File: config.mk
export PLATFORM = sky130hd
export DESIGN_NAME = rotatorTop
export DESIGN_NICKNAME = d
export VERILOG_FILES = /design/src/rtl/rotatorPkg.sv /design/src/rtl/rotCfgPkg.sv /design/src/rtl/rotCfgRegs.sv /design/src/rtl/phaseAccum.sv /design/src/rtl/fineRot.sv /design/src/rtl/rotator.sv /design/src/rtl/rotatorTop.sv
export VERILOG_INCLUDE_DIRS = /design/src /design/src/include
export SDC_FILE = /design/constraint.sdc
export NUM_CORES = 1
export LEC_CHECK = 0
export ABC_AREA = 1
export BUFFER_PORTS_ARGS = -buffer_cell sky130_fd_sc_hd__buf_4
export CORE_MARGIN = 2
export CORE_UTILIZATION = 55
export DETAILED_ROUTE_END_ITERATION = 8
export PLACE_DENSITY = 0.77
export SLEW_MARGIN = 20
export SYNTH_ARGS = -nofsm -noshare
export SYNTH_HDL_FRONTEND = slang
export SYNTH_HIERARCHICAL = 1
export SYNTH_SLANG_ARGS = --single-unit
export TNS_END_PERCENT = 1
File: constraint.sdc
create_clock -name clk -period 6.2 [get_ports clk]
set_input_delay 1.24 -clock clk [delete_from_list [all_inputs] [get_ports clk]]
set_output_delay 1.24 -clock clk [all_outputs]
set_load 0.1 [all_outputs]
File: src/include/rotCoefs.svh
// fixed-point cos and sin of k * 11.25 deg for k = 0 to 4
// included inside the scope of the fine rotation core and the model

// coefficient magnitude width, unsigned
localparam int COEF_BITS = 12;

// coefficient fraction bits, unity is 2048
localparam int COEF_FRAC = 11;

// half an lsb of the scaled product, added before the shift
localparam logic signed [COEF_BITS-1:0] ROUND_BIAS = 12'sd1024;

// cosine by fine step
// 0, 11.25, 22.5, 33.75, 45 deg
localparam logic [COEF_BITS-1:0] COS_TAB [0:4] = '{
   12'd2048,
   12'd2009,
   12'd1892,
   12'd1703,
   12'd1448
};

// sine by fine step, sign applied by the core
localparam logic [COEF_BITS-1:0] SIN_TAB [0:4] = '{
   12'd0,
   12'd400,
   12'd784,
   12'd1138,
   12'd1448
};

File: src/rtl/rotatorPkg.sv
// sample and selector definitions for the phase rotation datapath
// import into every module that carries iq samples or the phase selector

package rotatorPkg;

   // ------------------------------------------------------------------------
   // datapath widths
   // ------------------------------------------------------------------------

   // i and q component width, two's complement
   localparam int ROT_BITS = 10;

   // phase selector, 32 steps of 11.25 deg
   localparam int SEL_BITS = 5;

   // in-quadrant fine angle, signed
   // pattern 100 stands for +4, since -4 never occurs
   localparam int FINE_BITS = 3;

   // ------------------------------------------------------------------------
   // sample type
   // ------------------------------------------------------------------------

   // one complex baseband sample, i in the upper half
   typedef struct packed {
      logic signed [ROT_BITS-1:0] i;
      logic signed [ROT_BITS-1:0] q;
   } iqSampleT;

endpackage

File: src/rtl/rotCfgPkg.sv
// register map and configuration record of the phase rotation stage
// import where the register block or its decoded fields are used

package rotCfgPkg;

   // bus widths of the strobed write port
   localparam int CFG_ADDR_BITS = 2;
   localparam int CFG_DATA_BITS = 8;

   // phase step and offset field width
   localparam int STEP_BITS = 5;

   // enable position in the control register
   localparam int CTRL_EN_BIT = 0;

   // register addresses
   localparam logic [CFG_ADDR_BITS-1:0] ADDR_STEP0  = 2'd0;
   localparam logic [CFG_ADDR_BITS-1:0] ADDR_STEP1  = 2'd1;
   localparam logic [CFG_ADDR_BITS-1:0] ADDR_OFFSET = 2'd2;
   localparam logic [CFG_ADDR_BITS-1:0] ADDR_CTRL   = 2'd3;

   // decoded configuration, 16 bits
   typedef struct packed {
      logic [STEP_BITS-1:0] step0;
      logic [STEP_BITS-1:0] step1;
      logic [STEP_BITS-1:0] offset;
      logic                 enable;
   } rotCfgT;

endpackage

File: src/rtl/rotCfgRegs.sv
// configuration registers of the phase rotation stage
// written by a one-cycle strobe, fields feed the phase accumulator

`timescale 1ns/10ps

module rotCfgRegs
   import rotCfgPkg::*;
(
   input  logic                     clk,
   input  logic                     reset,
   input  logic                     cfgWrite,
   input  logic [CFG_ADDR_BITS-1:0] cfgAddr,
   input  logic [CFG_DATA_BITS-1:0] cfgData,
   output rotCfgT                   cfg
);

   // ------------------------------------------------------------------------
   // write decode
   // ------------------------------------------------------------------------

   // the addressed field takes the low data bits on the strobe
   // unused upper data bits are ignored
   always_ff @(posedge clk) begin
      if (reset) begin
         // all steps, offset and enable cleared
         cfg <= '0;
      end else if (cfgWrite) begin
         case (cfgAddr)
            // first modulation index step
            ADDR_STEP0: begin
               cfg.step0 <= cfgData[STEP_BITS-1:0];
            end
            // second modulation index step
            ADDR_STEP1: begin
               cfg.step1 <= cfgData[STEP_BITS-1:0];
            end
            // constant phase offset
            ADDR_OFFSET: begin
               cfg.offset <= cfgData[STEP_BITS-1:0];
            end
            // control, enable only
            ADDR_CTRL: begin
               cfg.enable <= cfgData[CTRL_EN_BIT];
            end
            default: begin
               cfg <= cfg;
            end
         endcase
      end
   end

endmodule

File: src/rtl/phaseAccum.sv
// two-index multi-h phase accumulator
// steps the phase on each symbol strobe and adds the offset to form sel

`timescale 1ns/10ps

module phaseAccum
   import rotatorPkg::*;
   import rotCfgPkg::*;
(
   input  logic                clk,
   input  logic                reset,
   input  logic                symEn,
   input  rotCfgT              cfg,
   output logic [SEL_BITS-1:0] sel
);

   // accumulated phase, wraps modulo 32
   logic [SEL_BITS-1:0] phase;

   // modulation index, 0 uses step0, 1 uses step1
   logic hIndex;

   always_ff @(posedge clk) begin
      if (reset) begin
         phase  <= '0;
         hIndex <= 1'b0;
      end else if (!cfg.enable) begin
         // held at zero, sel then equals the offset
         phase  <= '0;
         hIndex <= 1'b0;
      end else if (symEn) begin
         // step alternates between the two indices
         phase  <= phase + (hIndex ? cfg.step1 : cfg.step0);
         hIndex <= ~hIndex;
      end
   end

   // from registers only
   // the sample with symEn sees the phase before the update
   assign sel = phase + cfg.offset;

endmodule

File: src/rtl/fineRot.sv
// fine rotation core, 0 to 4 steps of 11.25 deg either direction
// two pipeline stages, multiply then sum, round and saturate
// strobes and sel ride along so the caller stays aligned

`timescale 1ns/10ps

module fineRot
   import rotatorPkg::*;
(
   input  logic                        clk,
   input  logic                        reset,
   input  logic                        symEn,
   input  logic                        sym2xEn,
   input  iqSampleT                    sampleIn,
   input  logic signed [FINE_BITS-1:0] fineAngle,
   input  logic        [SEL_BITS-1:0]  sel,
   output logic                        symEnOut,
   output logic                        sym2xEnOut,
   output logic        [SEL_BITS-1:0]  selOut,
   output iqSampleT                    sampleOut
);

   `include "rotCoefs.svh"

   // ------------------------------------------------------------------------
   // coefficient lookup
   // ------------------------------------------------------------------------

   logic                        fineCw;
   logic        [FINE_BITS-1:0] fineMag;
   logic signed [COEF_BITS:0]   cosC;
   logic signed [COEF_BITS:0]   sinC;

   // negative angles rotate clockwise, 100 is +4
   assign fineCw  = fineAngle[FINE_BITS-1] && (fineAngle[FINE_BITS-2:0] != '0);
   // negation of 100 gives 100, which is magnitude 4 as wanted
   assign fineMag = fineAngle[FINE_BITS-1] ? -fineAngle : fineAngle;

   always_comb begin
      cosC = $signed({1'b0, COS_TAB[fineMag]});
      // clockwise flips the sine only
      if (fineCw) begin
         sinC = -$signed({1'b0, SIN_TAB[fineMag]});
      end else begin
         sinC = $signed({1'b0, SIN_TAB[fineMag]});
      end
   end

   // ------------------------------------------------------------------------
   // stage 1, products
   // ------------------------------------------------------------------------

   logic signed [ROT_BITS+COEF_BITS:0] prodIC, prodQS, prodIS, prodQC;
   logic                               mulSymEn, mulSym2xEn;
   logic [SEL_BITS-1:0]                mulSel;

   always_ff @(posedge clk) begin
      prodIC <= sampleIn.i * cosC;
      prodQS <= sampleIn.q * sinC;
      prodIS <= sampleIn.i * sinC;
      prodQC <= sampleIn.q * cosC;
      mulSel <= sel;
   end

   always_ff @(posedge clk) begin
      if (reset) begin
         mulSymEn   <= 1'b0;
         mulSym2xEn <= 1'b0;
      end else begin
         mulSymEn   <= symEn;
         mulSym2xEn <= sym2xEn;
      end
   end

   // ------------------------------------------------------------------------
   // stage 2, sum, round and saturate
   // ------------------------------------------------------------------------

   // one guard bit over the products
   logic signed [ROT_BITS+COEF_BITS+1:0] accI, accQ;

   assign accI = prodIC - prodQS;
   assign accQ = prodIS + prodQC;

   // round half up, shift out the coefficient scale, clamp to sample range
   function automatic logic signed [ROT_BITS-1:0] satRound(
      input logic signed [ROT_BITS+COEF_BITS+1:0] acc
   );
      logic signed [ROT_BITS+COEF_BITS+1:0] scaled;
      scaled = (acc + ROUND_BIAS) >>> COEF_FRAC;
      // upper bits all equal to the sign means it fits
      if ((&scaled[ROT_BITS+COEF_BITS+1:ROT_BITS-1]) ||
          (~|scaled[ROT_BITS+COEF_BITS+1:ROT_BITS-1])) begin
         return scaled[ROT_BITS-1:0];
      end else if (scaled[ROT_BITS+COEF_BITS+1]) begin
         return {1'b1, {(ROT_BITS-1){1'b0}}};
      end else begin
         return {1'b0, {(ROT_BITS-1){1'b1}}};
      end
   endfunction

   always_ff @(posedge clk) begin
      sampleOut.i <= satRound(accI);
      sampleOut.q <= satRound(accQ);
      selOut      <= mulSel;
   end

   always_ff @(posedge clk) begin
      if (reset) begin
         symEnOut   <= 1'b0;
         sym2xEnOut <= 1'b0;
      end else begin
         symEnOut   <= mulSymEn;
         sym2xEnOut <= mulSym2xEn;
      end
   end

endmodule

File: src/rtl/rotator.sv
// phase rotator by sel * 11.25 deg, fixed latency of 4 cycles
// limit and fold to a quadrant move plus fine angle, fine rotate, re-time
// output strobes mark the cycle in which sampleOut is valid

`timescale 1ns/10ps

module rotator
   import rotatorPkg::*;
(
   input  logic                clk,
   input  logic                reset,
   input  logic                symEn,
   input  logic                sym2xEn,
   input  iqSampleT            sampleIn,
   input  logic [SEL_BITS-1:0] sel,
   output logic                symEnOut,
   output logic                sym2xEnOut,
   output iqSampleT            sampleOut
);

   // ------------------------------------------------------------------------
   // limit
   // ------------------------------------------------------------------------

   // most negative value has no positive twin, move it up by one
   function automatic logic signed [ROT_BITS-1:0] limitComp(
      input logic signed [ROT_BITS-1:0] x
   );
      logic signed [ROT_BITS-1:0] minVal;
      minVal = {1'b1, {(ROT_BITS-1){1'b0}}};
      if (x == minVal) begin
         return {1'b1, {(ROT_BITS-2){1'b0}}, 1'b1};
      end else begin
         return x;
      end
   endfunction

   iqSampleT limSample;

   assign limSample.i = limitComp(sampleIn.i);
   assign limSample.q = limitComp(sampleIn.q);

   // ------------------------------------------------------------------------
   // fold
   // ------------------------------------------------------------------------

   logic                        extraTurn;
   logic [1:0]                  coarseTurns;
   logic signed [FINE_BITS-1:0] fineAngle;
   iqSampleT                    coarseSample;

   // in-quadrant angle 5..7 takes one more quarter turn
   assign extraTurn   = sel[FINE_BITS-1] && (sel[FINE_BITS-2:0] != '0);
   assign coarseTurns = sel[SEL_BITS-1:SEL_BITS-2] + extraTurn;

   // low sel bits read as signed already give a - 8 for a above 4
   // and 100 stays +4 in the core
   assign fineAngle = $signed(sel[FINE_BITS-1:0]);

   // quarter turns counterclockwise by swap and negate
   always_comb begin
      case (coarseTurns)
         2'd0: begin
            coarseSample.i = limSample.i;
            coarseSample.q = limSample.q;
         end
         2'd1: begin
            coarseSample.i = -limSample.q;
            coarseSample.q = limSample.i;
         end
         2'd2: begin
            coarseSample.i = -limSample.i;
            coarseSample.q = -limSample.q;
         end
         default: begin
            coarseSample.i = limSample.q;
            coarseSample.q = -limSample.i;
         end
      endcase
   end

   // fold register, cycle 1
   iqSampleT                    foldSample;
   logic signed [FINE_BITS-1:0] foldAngle;
   logic [SEL_BITS-1:0]         foldSel;
   logic                        foldSymEn, foldSym2xEn;

   always_ff @(posedge clk) begin
      foldSample <= coarseSample;
      foldAngle  <= fineAngle;
      foldSel    <= sel;
   end

   always_ff @(posedge clk) begin
      if (reset) begin
         foldSymEn   <= 1'b0;
         foldSym2xEn <= 1'b0;
      end else begin
         foldSymEn   <= symEn;
         foldSym2xEn <= sym2xEn;
      end
   end

   // ------------------------------------------------------------------------
   // fine rotation, cycles 2 and 3
   // ------------------------------------------------------------------------

   iqSampleT rotSample;
   logic     rotSymEn, rotSym2xEn;

   // selOut left open, the coarse move is already applied
   fineRot fineRot_i (
      .clk        (clk),
      .reset      (reset),
      .symEn      (foldSymEn),
      .sym2xEn    (foldSym2xEn),
      .sampleIn   (foldSample),
      .fineAngle  (foldAngle),
      .sel        (foldSel),
      .symEnOut   (rotSymEn),
      .sym2xEnOut (rotSym2xEn),
      .selOut     (),
      .sampleOut  (rotSample)
   );

   // ------------------------------------------------------------------------
   // unfold register, cycle 4
   // ------------------------------------------------------------------------

   // re-time only, no second sign decision
   always_ff @(posedge clk) begin
      if (reset) begin
         sampleOut  <= '0;
         symEnOut   <= 1'b0;
         sym2xEnOut <= 1'b0;
      end else begin
         sampleOut  <= rotSample;
         symEnOut   <= rotSymEn;
         sym2xEnOut <= rotSym2xEn;
      end
   end

endmodule

File: src/rtl/rotatorTop.sv
// top of the multi-h phase rotation stage
// register block steers the phase accumulator, whose sel drives the rotator

`timescale 1ns/10ps

module rotatorTop
   import rotatorPkg::*;
   import rotCfgPkg::*;
(
   input  logic                     clk,
   input  logic                     reset,
   input  logic                     cfgWrite,
   input  logic [CFG_ADDR_BITS-1:0] cfgAddr,
   input  logic [CFG_DATA_BITS-1:0] cfgData,
   input  logic                     symEn,
   input  logic                     sym2xEn,
   input  iqSampleT                 sampleIn,
   output iqSampleT                 sampleOut,
   output logic                     symEnOut,
   output logic                     sym2xEnOut
);

   // decoded configuration
   rotCfgT cfg;

   // phase selector for the current sample
   logic [SEL_BITS-1:0] sel;

   rotCfgRegs rotCfgRegs_i (
      .clk      (clk),
      .reset    (reset),
      .cfgWrite (cfgWrite),
      .cfgAddr  (cfgAddr),
      .cfgData  (cfgData),
      .cfg      (cfg)
   );

   // steps once per symbol
   phaseAccum phaseAccum_i (
      .clk   (clk),
      .reset (reset),
      .symEn (symEn),
      .cfg   (cfg),
      .sel   (sel)
   );

   rotator rotator_i (
      .clk        (clk),
      .reset      (reset),
      .symEn      (symEn),
      .sym2xEn    (sym2xEn),
      .sampleIn   (sampleIn),
      .sel        (sel),
      .symEnOut   (symEnOut),
      .sym2xEnOut (sym2xEnOut),
      .sampleOut  (sampleOut)
   );

endmodule

==> key figures <==
STA
  – Rel. slew slack: 0.316
  – Final hold vios: 0
  – Slew @ Worst Pin: 1.02 ns
  – Fmax: 0.165 GHz
  – Final worst slack: 0.144 ns
  – Fin crit share: 0.977
  – Final Max Tran Viols: 0
  – Setup Viol. Count Final: 0
  – Final TNS setup: 0 ns
  – RSZ-0062 raised after global routing: yes
  – Final Critical Period: 6.06 ns
  – Layout Skew: 0.0108 ns

Finish
  – Fillcell total: just over 4000
  – Share of cells above drive strength 1: 0.134
  – ANT cells: 0
  – Area growth, synth to finish: 12.9%
  – Nets@finish: about 4400

Detailed routing
  – DR WL/cell: between 15 and 20 um
  – DRT antenna net count: 0
  – Via count: between 20000 and 25000
  – First-pass DRT Iterations: 7
  – Final wirelength: roughly 70000 um
  – Initial drt markers: 1834
  – # DRC: 0
  – Drt via density: around 5.3

Worst setup path
  – Worst r2r dst: rotator_i/fineRot_i/prodQS[19]$_DFF_P_
  – Cell mode on critical path: fa_1
  – Critical-path top delay cell: fa_1
  – Crit path required time: around 6.6 ns
  – Worst reg-to-reg path cell count: 32
  – R2R setup slack: between 0.1 and 0.15 ns
  – Kind of critical path: reg -> reg
  – Crit path arrival time: roughly 6.4 ns
  – Worst path bufs/invs: 11
  – Top delay family on crit path: adder cells
  – Critical Path Sink Type: register
  – Reg2reg start: rotator_i/foldSel[0]$_DFF_P_
  – Startpoint types: register
  – CP max stage delay: roughly 0.55 ns
  – Max Fanout on Critical Path: 8

Die
  – Die area: just over 0.05 sq mm
  – # IOs: 57
  – FP Rows: 80
  – Initial Util: 0.559
  – Core ar.: about 0.048 sq mm
  – Die Ht: approximately 220 um
  – Die width: 225 um

Global routing
  – Layer with the highest usage: met2
  – Grt met2 use: 0.460
  – First-pass GRT wire length: 112000 um
  – Initial antenna violation count: 1
  – Met1 usage: 0.360
  – Gr ovfl total: 0
  – Vias in the first global route: between 20000 and 25000
  – Global Route Usage Sum: 0.283
  – Largest net degree at the start of global routing: 31
  – Met3 usage in global routing: 0.0769

Synthesis
  – Ys Warns: 6
  – Synth Area per Inst: a little under 8 sq um
  – Synthesized area: roughly 0.027 sq mm
  – Syn nets: ~4200
  – Synth Instances: approximately 3500

Clocking
  – Number of buffers created by CTS: 17
  – CTS root buf: clkbuf_16
  – Clk buf depth: 2
  – Clk pin slew, worst setup/hold paths: roughly 0.080 ns
  – CTS H-tree lvls: 4
  – # clock sinks: ~180
  – CTS tree: done
  – Skew-Pair Late Insertion Delay: 0.49 ns

Placed design
  – DP HPWL: roughly 56000 um
  – Pre-CTS setup slack: -0.0849 ns
  – Placer congestion estimate: around 0.96
  – PortBufs: 53

Power
  – VDD IR max: about 0.00032 V
  – Power per cell area: ~480 mW/mm^2
  – Static leakage: between 15 and 20 nW

Min path
  – Worst hold endpoint: rotator_i/sampleOut[12]$_SDFF_PP0_
  – Hold Path Origin: rotator_i/fineRot_i/sampleOut[12]$_DFF_P_
  – Worst min path class: reg -> reg
  – WHS Path Cells: 2

Run status
  – Status: finished, final reports clean

Job
  – Max-cap violation count: 0
-- layout make-up --
cell class | count | area (sq um) | share of cell area
inverter | 767 | 2890 | 0.0957
clock inverter | 14 | 201 | 0.00666
sequential | 181 | 3630 | 0.120
tap | 615 | 769 | 0.0254
multi-input combinational | 2432 | 20500 | 0.676
timing repair buffer | 240 | 1870 | 0.0618
clock buffer | 18 | 429 | 0.0142
-- layout by cell type (no fill, tap or decap), types with 4 or more instances in the layout --
cell type	instances
a21o_1	5
a21oi_1	107
a21oi_2	19
a31oi_1	4
buf_4	234
clkbuf_16	18
clkinv_1	4
dfxtp_1	179
fa_1	370
fa_2	6
ha_1	324
ha_2	6
ha_4	15
inv_1	729
inv_2	29
inv_4	4
nand2_1	721
nand2_2	39
nand2_4	7
nand2_8	4
nand3_1	97
nand3_2	14
nand4_1	33
nor2_1	361
nor2_2	41
nor2_4	9
nor3_1	6
o2111ai_1	7
o211ai_1	5
o21a_1	4
o21ai_0	41
o21ai_1	18
o21ai_2	5
o21bai_1	11
xnor2_1	41
xor2_1	73
-- how the worst max path moves through the flow --
| stage | from | end | slack (ns) | cells after the start |
|---|---|---|---|---|
| after detailed placement | rotator_i/foldSel[0]$_DFF_P_ | rotator_i/fineRot_i/prodIS[20]$_DFF_P_ | -0.08 | 30 |
| after CTS | rotator_i/foldSel[1]$_DFF_P_ | rotator_i/fineRot_i/prodQS[20]$_DFF_P_ | -0.04 | 31 |
| after global placement | rotator_i/foldSel[1]$_DFF_P_ | rotator_i/fineRot_i/prodIS[20]$_DFF_P_ | -0.02 | 28 |
| after floorplan | rotator_i/foldSel[0]$_DFF_P_ | rotator_i/fineRot_i/prodIS[19]$_DFF_P_ | 0.04 | 28 |
| final | rotator_i/foldSel[0]$_DFF_P_ | rotator_i/fineRot_i/prodQS[19]$_DFF_P_ | 0.14 | 32 |
| after global routing | rotator_i/foldSel[0]$_DFF_P_ | rotator_i/fineRot_i/prodIS[21]$_DFF_P_ | -0.12 | 29 |
-- metal layers --
layer  wire length, um  share of wire  up-vias
li1                  -              -    10800
met1             28500           0.41    10700
met2             31700           0.46      883
met3              6230          0.090      226
met4              3080          0.044        2
met5                13        0.00019        -
-- state kept, by name, indices dropped and copies added, names as in the netlist, 3 cells and up --
name,flops
rotator_i/fineRot_i/prodIC,22
rotator_i/fineRot_i/prodIS,22
rotator_i/fineRot_i/prodQC,22
rotator_i/fineRot_i/prodQS,22
rotator_i/fineRot_i/sampleOut,20
rotator_i/foldSample,20
rotator_i/sampleOut,20
rotCfgRegs_i/cfg,16
phaseAccum_i/phase,5
rotator_i/foldSel,3
-- worst register-to-register path: cells and delay by family (launching register included) --
family,cells,cell delay (ns)
AOI/OAI and AO/OA,6,0.82
xor gates and xnor gates,1,0.14
adders and majority gates,8,3.20
buffers and inverters,11,1.03
DFF,1,0.33
and+or+nand+nor,6,0.43
-- through the flow --
stage                     area (sq um)  std cells   util  total power, mW  hold WS, ns
after global routing             30200       4267  0.631             15.9        0.415
after floorplan                  26800       3451      -             9.71        0.388
after CTS                        29600       4251  0.618             14.0        0.394
after detailed placement         29000       4219  0.604             12.6        0.392
after global placement           29000       4219  0.604             12.4        0.388
final                            30200       4267  0.631             14.4        0.399
-- power by group --
part	internal (mW)	total (mW)	switching, mW
clock network	0.620	1.18	0.558
registers	1.63	1.78	0.146
logic	4.35	11.5	7.13
total	6.61	14.4	7.83
-- repair_timing --
action	in CTS	in global routing
hold buffers	0	0
pin swaps	0	48
resized for setup	14	119
endpoints found under the setup margin	12	46
cloned	0	2
buffers inserted	0	14
Note: power is estimated with default switching activity, not from simulation.
